$ cat src/tlb_defines.svh
`ifndef TLB_DEFINES_SVH
`define TLB_DEFINES_SVH

// array geometry
`define TLB_ENTRY_NUM 16
`define TLB_IDX_WID 4

// command port, FIFO depth equals the credits the host starts with
`define TLB_CMD_CREDITS 4

// entry and CSR field widths
`define TLB_VPPN_WID 19
`define TLB_PPN_WID 20
`define TLB_ASID_WID 10
`define TLB_PS_WID 6

// CSR word and exception code
`define TLB_DATA_WID 32
`define TLB_ECODE_WID 6
`define TLB_ECODE_TLBR 6'h3f

`endif
$ cat src/tlb_pkg.sv
`include "tlb_defines.svh"

package tlb_pkg;

    typedef logic [`TLB_IDX_WID-1:0]  tlb_idx_t;
    typedef logic [`TLB_VPPN_WID-1:0] vppn_t;
    typedef logic [`TLB_PPN_WID-1:0]  ppn_t;
    typedef logic [`TLB_ASID_WID-1:0] asid_t;

    typedef enum logic [2:0] {CSR_WR, SRCH, RD, WR, FILL, INV} tlb_op_e;

    typedef enum logic [2:0] {
        SEL_ASID, SEL_TLBEHI, SEL_TLBELO0, SEL_TLBELO1, SEL_TLBIDX, SEL_ESTAT
    } csr_sel_e;

    typedef enum logic {IDLE, BUSY} issue_state_e;

    typedef struct packed {
        logic [`TLB_DATA_WID-`TLB_ASID_WID-1:0] rsv;
        asid_t                                  asid;
    } csr_asid_t;

    typedef struct packed {
        vppn_t                                  vppn;
        logic [`TLB_DATA_WID-`TLB_VPPN_WID-1:0] rsv;
    } csr_tlbehi_t;

    // same layout as the architectural TLBELO, v sits in bit 0
    typedef struct packed {
        logic [`TLB_DATA_WID-`TLB_PPN_WID-9:0] rsv_hi;
        ppn_t                                  ppn;
        logic                                  rsv;
        logic                                  g;
        logic [1:0]                            mat;
        logic [1:0]                            plv;
        logic                                  d;
        logic                                  v;
    } csr_tlbelo_t;

    typedef struct packed {
        logic                                ne;
        logic                                rsv1;
        logic [`TLB_PS_WID-1:0]              ps;
        logic [`TLB_DATA_WID-`TLB_PS_WID-`TLB_IDX_WID-3:0] rsv0;
        tlb_idx_t                            index;
    } csr_tlbidx_t;

    typedef struct packed {
        logic [`TLB_DATA_WID-`TLB_ECODE_WID-17:0] rsv_hi;
        logic [`TLB_ECODE_WID-1:0]                ecode;  // TLBR marks a refill
        logic [15:0]                              rsv_lo;
    } csr_estat_t;

    typedef struct packed {
        csr_asid_t         asid;
        csr_tlbehi_t       tlbehi;
        csr_tlbelo_t [1:0] tlbelo;
        csr_tlbidx_t       tlbidx;
        csr_estat_t        estat;
    } tlb_csr_t;

    typedef struct packed {
        ppn_t       ppn;
        logic [1:0] plv;
        logic [1:0] mat;
        logic       d;
        logic       v;
    } tlb_phy_t;

    typedef struct packed {
        logic                   e;
        logic                   g;
        vppn_t                  vppn;
        logic [`TLB_PS_WID-1:0] ps;
        asid_t                  asid;
        tlb_phy_t [1:0]         phy;
    } tlb_entry_t;

    typedef struct packed {
        tlb_op_e                  op;
        csr_sel_e                 csr_sel;
        logic [`TLB_DATA_WID-1:0] data;
        logic [4:0]               inv_op;
        asid_t                    inv_asid;
        vppn_t                    inv_vppn;
    } tlb_cmd_t;

    typedef struct packed {
        tlb_op_e                  op;
        csr_sel_e                 csr_sel;
        logic [`TLB_DATA_WID-1:0] data;
        logic [2:0]               inv_op;  // 7 is the no-op slot
        asid_t                    inv_asid;
        vppn_t                    inv_vppn;
    } tlb_exec_t;

    typedef struct packed {
        tlb_op_e                  op;
        csr_sel_e                 csr_sel;
        logic [`TLB_DATA_WID-1:0] data;
        logic                     found;
        tlb_idx_t                 srch_idx;
        tlb_entry_t               rd_entry;
    } tlb_result_t;

endpackage

$ cat src/tlb_mgmt_top.sv
`timescale 1ns/100ps
`include "tlb_defines.svh"

module tlb_mgmt_top (
    input  logic              clk,
    input  logic              reset,
    input  logic              cmd_valid,
    input  tlb_pkg::tlb_cmd_t cmd,
    output logic              cmd_credit,
    output tlb_pkg::tlb_csr_t csr,
    output logic              done_valid,
    output tlb_pkg::tlb_op_e  done_op
);
    import tlb_pkg::*;

    logic        exec_valid;
    tlb_exec_t   exec;
    logic        res_valid;
    tlb_result_t res;

    tlb_cmd_decode u_decode (
        .clk        (clk),
        .reset      (reset),
        .cmd_valid  (cmd_valid),
        .cmd        (cmd),
        .cmd_credit (cmd_credit),
        .retire     (done_valid),  // done also frees the issue slot
        .exec_valid (exec_valid),
        .exec       (exec)
    );

    tlb_entry_array u_array (
        .clk        (clk),
        .reset      (reset),
        .exec_valid (exec_valid),
        .exec       (exec),
        .csr        (csr),
        .res_valid  (res_valid),
        .res        (res)
    );

    tlb_csr_bank u_csr_bank (
        .clk        (clk),
        .reset      (reset),
        .res_valid  (res_valid),
        .res        (res),
        .csr        (csr),
        .done_valid (done_valid),
        .done_op    (done_op)
    );

endmodule

$ cat src/tlb_csr_bank.sv
`timescale 1ns/100ps
`include "tlb_defines.svh"

module tlb_csr_bank (
    input  logic                 clk,
    input  logic                 reset,
    input  logic                 res_valid,
    input  tlb_pkg::tlb_result_t res,
    output tlb_pkg::tlb_csr_t    csr,
    output logic                 done_valid,
    output tlb_pkg::tlb_op_e     done_op
);
    import tlb_pkg::*;

    csr_asid_t   wr_asid;
    csr_tlbehi_t wr_tlbehi;
    csr_tlbelo_t wr_tlbelo;
    csr_tlbidx_t wr_tlbidx;
    csr_estat_t  wr_estat;
    tlb_entry_t  ent;

    assign ent = res.rd_entry;

    // host data with the reserved bits forced to zero
    always_comb begin
        wr_asid          = csr_asid_t'(res.data);
        wr_asid.rsv      = '0;
        wr_tlbehi        = csr_tlbehi_t'(res.data);
        wr_tlbehi.rsv    = '0;
        wr_tlbelo        = csr_tlbelo_t'(res.data);
        wr_tlbelo.rsv_hi = '0;
        wr_tlbelo.rsv    = 1'b0;
        wr_tlbidx        = csr_tlbidx_t'(res.data);
        wr_tlbidx.rsv1   = 1'b0;
        wr_tlbidx.rsv0   = '0;
        wr_estat         = '0;
        wr_estat.ecode   = res.data[21:16];  // only the exception code is kept
    end

    always_ff @(posedge clk) begin
        if (reset) begin
            csr        <= '0;
            done_valid <= 1'b0;
        end else begin
            done_valid <= res_valid;
            if (res_valid) begin
                case (res.op)
                    CSR_WR: begin
                        case (res.csr_sel)
                            SEL_ASID:    csr.asid      <= wr_asid;
                            SEL_TLBEHI:  csr.tlbehi    <= wr_tlbehi;
                            SEL_TLBELO0: csr.tlbelo[0] <= wr_tlbelo;
                            SEL_TLBELO1: csr.tlbelo[1] <= wr_tlbelo;
                            SEL_TLBIDX:  csr.tlbidx    <= wr_tlbidx;
                            SEL_ESTAT:   csr.estat     <= wr_estat;
                            default: ;
                        endcase
                    end
                    SRCH: begin
                        csr.tlbidx.ne <= ~res.found;
                        if (res.found) begin
                            csr.tlbidx.index <= res.srch_idx;  // a miss keeps the old index
                        end
                    end
                    RD: begin
                        if (ent.e) begin
                            csr.tlbidx.ps   <= ent.ps;
                            csr.tlbehi.vppn <= ent.vppn;
                            csr.asid.asid   <= ent.asid;
                            for (int j = 0; j < 2; j++) begin
                                csr.tlbelo[j].ppn <= ent.phy[j].ppn;
                                csr.tlbelo[j].plv <= ent.phy[j].plv;
                                csr.tlbelo[j].mat <= ent.phy[j].mat;
                                csr.tlbelo[j].d   <= ent.phy[j].d;
                                csr.tlbelo[j].v   <= ent.phy[j].v;
                                csr.tlbelo[j].g   <= ent.g;
                            end
                        end else begin
                            csr.tlbidx.ne <= 1'b1;
                            csr.tlbidx.ps <= '0;
                            csr.tlbehi    <= '0;
                            csr.tlbelo    <= '0;
                            csr.asid.asid <= '0;
                        end
                    end
                    default: ;  // WR, FILL and INV only touch the array
                endcase
            end
        end
    end

    always_ff @(posedge clk) begin
        if (res_valid) begin
            done_op <= res.op;
        end
    end

endmodule

$ cat src/tlb_entry_array.sv
`timescale 1ns/100ps
`include "tlb_defines.svh"

module tlb_entry_array (
    input  logic                 clk,
    input  logic                 reset,
    input  logic                 exec_valid,
    input  tlb_pkg::tlb_exec_t   exec,
    input  tlb_pkg::tlb_csr_t    csr,
    output logic                 res_valid,
    output tlb_pkg::tlb_result_t res
);
    import tlb_pkg::*;

    tlb_entry_t                entries [`TLB_ENTRY_NUM];
    tlb_idx_t                  fill_idx;
    tlb_idx_t                  wr_idx;
    tlb_entry_t                new_entry;
    logic [`TLB_ENTRY_NUM-1:0] inv_hit;
    logic                      srch_found;
    tlb_idx_t                  srch_idx;
    logic                      do_srch;
    logic                      do_rd;
    logic                      do_wr;
    logic                      do_fill;
    logic                      do_inv;

    assign do_srch = exec_valid && (exec.op == SRCH);
    assign do_rd   = exec_valid && (exec.op == RD);
    assign do_wr   = exec_valid && (exec.op == WR);
    assign do_fill = exec_valid && (exec.op == FILL);
    assign do_inv  = exec_valid && (exec.op == INV);

    assign wr_idx = do_fill ? fill_idx : csr.tlbidx.index;

    // fill slot is just whatever the counter shows on that cycle
    always_ff @(posedge clk) begin
        if (reset) begin
            fill_idx <= '0;
        end else begin
            fill_idx <= fill_idx + 1'b1;
        end
    end

    always_comb begin
        if (csr.estat.ecode == `TLB_ECODE_TLBR) begin
            new_entry.e = ~csr.tlbidx.ne;  // refill handler may load an invalid entry
        end else begin
            new_entry.e = 1'b1;
        end
        new_entry.g    = csr.tlbelo[0].g & csr.tlbelo[1].g;
        new_entry.vppn = csr.tlbehi.vppn;
        new_entry.ps   = csr.tlbidx.ps;
        new_entry.asid = csr.asid.asid;
        for (int j = 0; j < 2; j++) begin
            new_entry.phy[j].ppn = csr.tlbelo[j].ppn;
            new_entry.phy[j].plv = csr.tlbelo[j].plv;
            new_entry.phy[j].mat = csr.tlbelo[j].mat;
            new_entry.phy[j].d   = csr.tlbelo[j].d;
            new_entry.phy[j].v   = csr.tlbelo[j].v;
        end
    end

    always_comb begin
        for (int i = 0; i < `TLB_ENTRY_NUM; i++) begin
            case (exec.inv_op)
                3'd0, 3'd1: inv_hit[i] = 1'b1;
                3'd2: inv_hit[i] = entries[i].g;
                3'd3: inv_hit[i] = ~entries[i].g;
                3'd4: inv_hit[i] = ~entries[i].g && (entries[i].asid == exec.inv_asid);
                3'd5: inv_hit[i] = ~entries[i].g && (entries[i].asid == exec.inv_asid)
                                   && (entries[i].vppn == exec.inv_vppn);
                3'd6: inv_hit[i] = (entries[i].g || (entries[i].asid == exec.inv_asid))
                                   && (entries[i].vppn == exec.inv_vppn);
                default: inv_hit[i] = 1'b0;
            endcase
        end
    end

    // later entries overwrite earlier ones, so the highest match wins
    always_comb begin
        srch_found = 1'b0;
        srch_idx   = '0;
        for (int i = 0; i < `TLB_ENTRY_NUM; i++) begin
            if (entries[i].e && (entries[i].g || (entries[i].asid == csr.asid.asid))
                && (entries[i].vppn == csr.tlbehi.vppn)) begin
                srch_found = 1'b1;
                srch_idx   = tlb_idx_t'(i);
            end
        end
    end

    always_ff @(posedge clk) begin
        if (reset) begin
            for (int i = 0; i < `TLB_ENTRY_NUM; i++) begin
                entries[i].e <= 1'b0;
            end
        end else if (do_wr || do_fill) begin
            entries[wr_idx] <= new_entry;
        end else if (do_inv) begin
            for (int i = 0; i < `TLB_ENTRY_NUM; i++) begin
                if (inv_hit[i]) begin
                    entries[i].e <= 1'b0;
                end
            end
        end
    end

    always_ff @(posedge clk) begin
        if (reset) begin
            res_valid <= 1'b0;
        end else begin
            res_valid <= exec_valid;
        end
    end

    always_ff @(posedge clk) begin
        if (exec_valid) begin
            res.op       <= exec.op;
            res.csr_sel  <= exec.csr_sel;
            res.data     <= exec.data;
            res.found    <= srch_found;
            res.srch_idx <= srch_idx;
            res.rd_entry <= entries[csr.tlbidx.index];
        end
    end

    // a request that decodes to no op or to two ops is malformed
    a_one_op: assert property (@(posedge clk) disable iff (reset)
        exec_valid |-> $onehot({exec.op == CSR_WR, do_srch, do_rd, do_wr, do_fill, do_inv}));

endmodule

$ cat src/tlb_cmd_decode.sv
`timescale 1ns/100ps
`include "tlb_defines.svh"

module tlb_cmd_decode (
    input  logic               clk,
    input  logic               reset,
    input  logic               cmd_valid,
    input  tlb_pkg::tlb_cmd_t  cmd,
    output logic               cmd_credit,
    input  logic               retire,
    output logic               exec_valid,
    output tlb_pkg::tlb_exec_t exec
);
    import tlb_pkg::*;

    localparam int PTR_WID = $clog2(`TLB_CMD_CREDITS);

    tlb_cmd_t           fifo_mem [`TLB_CMD_CREDITS];
    logic [PTR_WID-1:0] wr_ptr;
    logic [PTR_WID-1:0] rd_ptr;
    logic [PTR_WID:0]   count;
    issue_state_e       state;
    tlb_cmd_t           head;
    logic               pop;

    assign head = fifo_mem[rd_ptr];
    // the next command may leave on the same edge that sees the retire
    assign pop = (count != '0) && ((state == IDLE) || retire);

    always_ff @(posedge clk) begin
        if (cmd_valid) begin
            fifo_mem[wr_ptr] <= cmd;
        end
    end

    always_ff @(posedge clk) begin
        if (reset) begin
            wr_ptr     <= '0;
            rd_ptr     <= '0;
            count      <= '0;
            state      <= IDLE;
            cmd_credit <= 1'b0;
            exec_valid <= 1'b0;
        end else begin
            if (cmd_valid) begin
                wr_ptr <= wr_ptr + 1'b1;
            end
            if (pop) begin
                rd_ptr <= rd_ptr + 1'b1;
                state  <= BUSY;
            end else if (retire) begin
                state <= IDLE;
            end
            count      <= count + (PTR_WID+1)'(cmd_valid) - (PTR_WID+1)'(pop);
            cmd_credit <= pop;  // one credit back per command leaving the FIFO
            exec_valid <= pop;
        end
    end

    always_ff @(posedge clk) begin
        if (pop) begin
            exec.op       <= head.op;
            exec.csr_sel  <= head.csr_sel;
            exec.data     <= head.data;
            exec.inv_asid <= head.inv_asid;
            exec.inv_vppn <= head.inv_vppn;
            exec.inv_op   <= (head.inv_op > 5'd6) ? 3'd7 : head.inv_op[2:0];  // undefined ops do nothing
        end
    end

    // a host that respects its credits never finds the FIFO full
    a_no_push_full: assert property (@(posedge clk) disable iff (reset)
        cmd_valid |-> count != (PTR_WID+1)'(`TLB_CMD_CREDITS));

    a_no_retire_idle: assert property (@(posedge clk) disable iff (reset)
        retire |-> state == BUSY);

endmodule

$ cat config.mk
export PLATFORM = sky130hd
export DESIGN_NAME = tlb_mgmt_top
export DESIGN_NICKNAME = d
export VERILOG_FILES = /design/src/tlb_pkg.sv /design/src/tlb_mgmt_top.sv /design/src/tlb_csr_bank.sv /design/src/tlb_entry_array.sv /design/src/tlb_cmd_decode.sv
export VERILOG_INCLUDE_DIRS = /design/src
export SDC_FILE = /design/constraint.sdc
export NUM_CORES = 2
export LEC_CHECK = 0
export BUFFER_PORTS_ARGS = -buffer_cell sky130_fd_sc_hd__buf_4
export CORE_ASPECT_RATIO = 0.9
export CORE_MARGIN = 4
export CORE_UTILIZATION = 55
export CTS_CLUSTER_DIAMETER = 50
export DETAILED_ROUTE_END_ITERATION = 8
export PLACE_DENSITY_LB_ADDON = 0.15
export SYNTH_ARGS = -nofsm -noshare
export SYNTH_HDL_FRONTEND = slang
export SYNTH_HIERARCHICAL = 1
export SYNTH_SLANG_ARGS = --single-unit
$ cat constraint.sdc
create_clock -name clk -period 13.8 [get_ports clk]
set_input_delay 0.69 -clock clk [delete_from_list [all_inputs] [get_ports clk]]
set_output_delay 0.69 -clock clk [all_outputs]
set_load 0.005 [all_outputs]
==> results.json <==
{
  "status": "completed",
  "path_cells": "and3_1, nand3_1, nand2_1, nand2_1, nor2_4, buf_4, buf_4",
  "place.gp.congestion": 0.958,
  "dr.pass1.iters": 6,
  "critPathLaunchType": "flop",
  "drc": 0,
  "start_util": 0.555,
  "setup_viol": 0,
  "synth-main-ff-cell": "edfxtp_1",
  "cp_max_fo": 36,
  "critPathMaxStageDelay_ns": 1.00,
  "worstPathRequired_ns": 14.25,
  "slew_headroom": 0.0986,
  "yosysMostFrequentCell": "edfxtp_1",
  "end_kind": "flop",
  "yosys_warnings": 6,
  "yosys.area.top_type_share": 0.657,
  "min_from": "cmd[15]",
  "ant_nets": 0,
  "h-tree-depth": 4,
  "power_mw": 15.1,
  "antenna_found_initial": 17,
  "cts_root_buf": "clkbuf_16",
  "net-switching-power_mw": 4.15,
  "syn_area_sq_um": 87600,
  "synth_commonest_cells": "edfxtp_1, xor2_1, mux4_2",
  "power.internal_mw": 11.0,
  "path_buf_inv": 2,
  "fin_crit_sh": 0.319,
  "swShare": 0.274,
  "synth_edf_count": 1917,
  "hold_viol": 0,
  "async_reset_ff_frac": 0,
  "yosysTopAreaCell": "edfxtp_1",
  "ctsHoldBuffers": 42,
  "drt-initial-drc-count": 7008,
  "grt_max_degree": 147,
  "gr-total-overflow": 0,
  "cp_top_family": "simple AND/OR/NAND/NOR gates",
  "drt-total-wl_um": 252000,
  "seq_power_share": 0.498,
  "cts.clk_slew.worst_paths_ns": 0.06,
  "criticalPathCategory": "reg2reg",
  "num_rows": 138,
  "pwr-share-clk": 0.364,
  "setup-tns-final_ns": 0,
  "drive_gt1_frac": 0.228,
  "wl_per_cell_um": 34.1,
  "synth.distinct_cells": 58,
  "die_h_um": 387,
  "area_delta_synth_final_pct": 12.2,
  "grt_pass1_vias": 47500,
  "hold_path.class": "in2reg",
  "clock_latency_ns": 0.85,
  "synth_cells": 4840,
  "fin_crit_ns": 4.40,
  "crit_slowest_cell": "nor2_4",
  "p_per_area_nw_per_um2": 154,
  "pin_count": 272,
  "arrival_ns": 4.85,
  "ir_drop_mv": 0.146,
  "avgViaCountPerCell": 6.57,
  "cts_inserted_buffers": 209,
  "dp_hpwl_um": 155000,
  "drv_cap": 0,
  "rsz0062_at_grt": "no",
  "grt_pass1_wl_um": 360000,
  "cellLeakagePower_nw": 31.8,
  "portBuffers": 179,
  "core_area_sq_um": 158000,
  "synth-seq-cells": 2034,
  "rrSetupSlack_ns": 9.40,
  "fillers": 11100,
  "cts_tree": "done",
  "slew_viol_final": 0,
  "cts.path.max_buffers": 3,
  "die_w_um": 429,
  "cts_resized": 0,
  "worst_pin_slew_ns": 1.35,
  "synth_seq_area_share": 0.684,
  "cts.sinks": 2034,
  "startpoint": "u_decode/exec_valid$_SDFF_PP0_",
  "fp.dieArea_sq_um": 166000,
  "pwr-share-comb": 0.137,
  "skew_ns": 0.0324,
  "nNetsFinal": 5182,
  "max_freq_mhz": 227,
  "grt_use_total": 0.303,
  "post_cts_buffers": 0,
  "r2r-start": "u_decode/exec_valid$_SDFF_PP0_",
  "vias": 48600,
  "synth_area_leaders": "edfxtp_1, mux4_2, xor2_1, dfxtp_1, xnor2_1",
  "syn_avg_cell_area_sq_um": 18.1
}
==> kinds of logic (layout without fill, tap and decap cells) <==
group	Yosys count	count (layout)	share of synthesized area
multiplexers	528	528	0.134
flip-flops	2034	2034	0.684
buffers and inverters	407	763	0.0244
AND/OR/NAND/NOR	702	702	0.0426
XOR/XNOR	934	934	0.0934
adder cells (fa/ha/maj)	8	8	0.00123
other	1	100	0.0000428
AO/OA/AOI/OAI	226	226	0.0200
==> state kept, by name, indices dropped and copies added, names as in the netlist, named ones only <==
signal / flops
u_array/entries: 1424
u_array/fill_idx: 4
u_array/res: 132
u_array/res_valid: 1
u_csr_bank/csr: 100
u_csr_bank/done_op: 3
u_csr_bank/done_valid: 1
u_decode/count: 3
u_decode/exec: 70
u_decode/exec_valid: 1
u_decode/fifo_mem: 288
u_decode/rd_ptr: 2
u_decode/state: 1
u_decode/wr_ptr: 2
==> cell usage in the layout, fill, tap and decap left out, types with 25 or more instances in the layout <==
| master | instances |
|---|---|
| dlygate4sd3_1 | 42 |
| clkinv_2 | 35 |
| mux4_2 | 514 |
| buf_4 | 304 |
| conb_1 | 92 |
| xnor2_1 | 236 |
| edfxtp_1 | 1917 |
| nor4_1 | 165 |
| a21oi_1 | 37 |
| dfxtp_1 | 85 |
| clkinv_1 | 38 |
| clkbuf_16 | 210 |
| o21ai_0 | 25 |
| clkbuf_1 | 51 |
| xor2_1 | 698 |
| nand3_1 | 40 |
| dfxtp_2 | 25 |
| a41oi_1 | 28 |
| nor3_1 | 162 |
| nand4_1 | 75 |
| a221oi_1 | 73 |
| nor2_1 | 132 |
| nand2_1 | 41 |
==> cell type report <==
cell class	count	area, sq um	area share
antenna	8	20.0	0.000204
clock inverter	128	1160	0.0118
sequential	2034	60000	0.610
timing repair buffer	351	2790	0.0284
inverter	13	48.8	0.000497
clock buffer	271	5580	0.0568
multi-input combinational	2490	26000	0.265
tap	2100	2630	0.0267
==> through the flow <==
stage               utilization  setup WS [ns]  hold WS [ns]  instance area, sq um  instances
floorplan                     -           7.34         0.400                 87900       4931
CTS                       0.622           9.48     0.0000986                 98200       7387
detailed placement        0.577           9.28         0.405                 91000       6946
global placement          0.577           9.32         0.401                 91000       6946
finish                    0.622           9.40        0.0527                 98200       7395
global route              0.622           9.25        0.0151                 98200       7387
==> power by group through the flow <==
stage	clock (mW)	combinational [mW]	sequential, mW
after floorplan	0	1.47	7.36
after global placement	0	2.00	7.65
after detailed placement	0	2.02	7.65
after CTS	5.59	2.04	7.52
after global routing	5.88	2.18	7.55
final	5.50	2.08	7.53
==> routing by layer <==
layer / track usage / vias to the layer above / share of wire
met5: 0 / - / 0.00028
met4: 0.106 / 10 / 0.039
met3: 0.0941 / 538 / 0.13
met2: 0.436 / 3281 / 0.44
met1: 0.443 / 25200 / 0.39
li1: - / 19600 / -
==> worst paths after layout <==
path | cells past startpoint | endpoint
hold / removal | 1 | u_decode/fifo_mem[1][15]$_DFFE_PP_
setup / recovery | 7 | u_array/entries[15][42]$_DFFE_PP_
hold reg to reg | 0 | u_array/res[109]$_DFFE_PP_
setup reg to reg | 7 | u_array/entries[15][42]$_DFFE_PP_
Note: power is estimated with default switching activity, not from simulation.
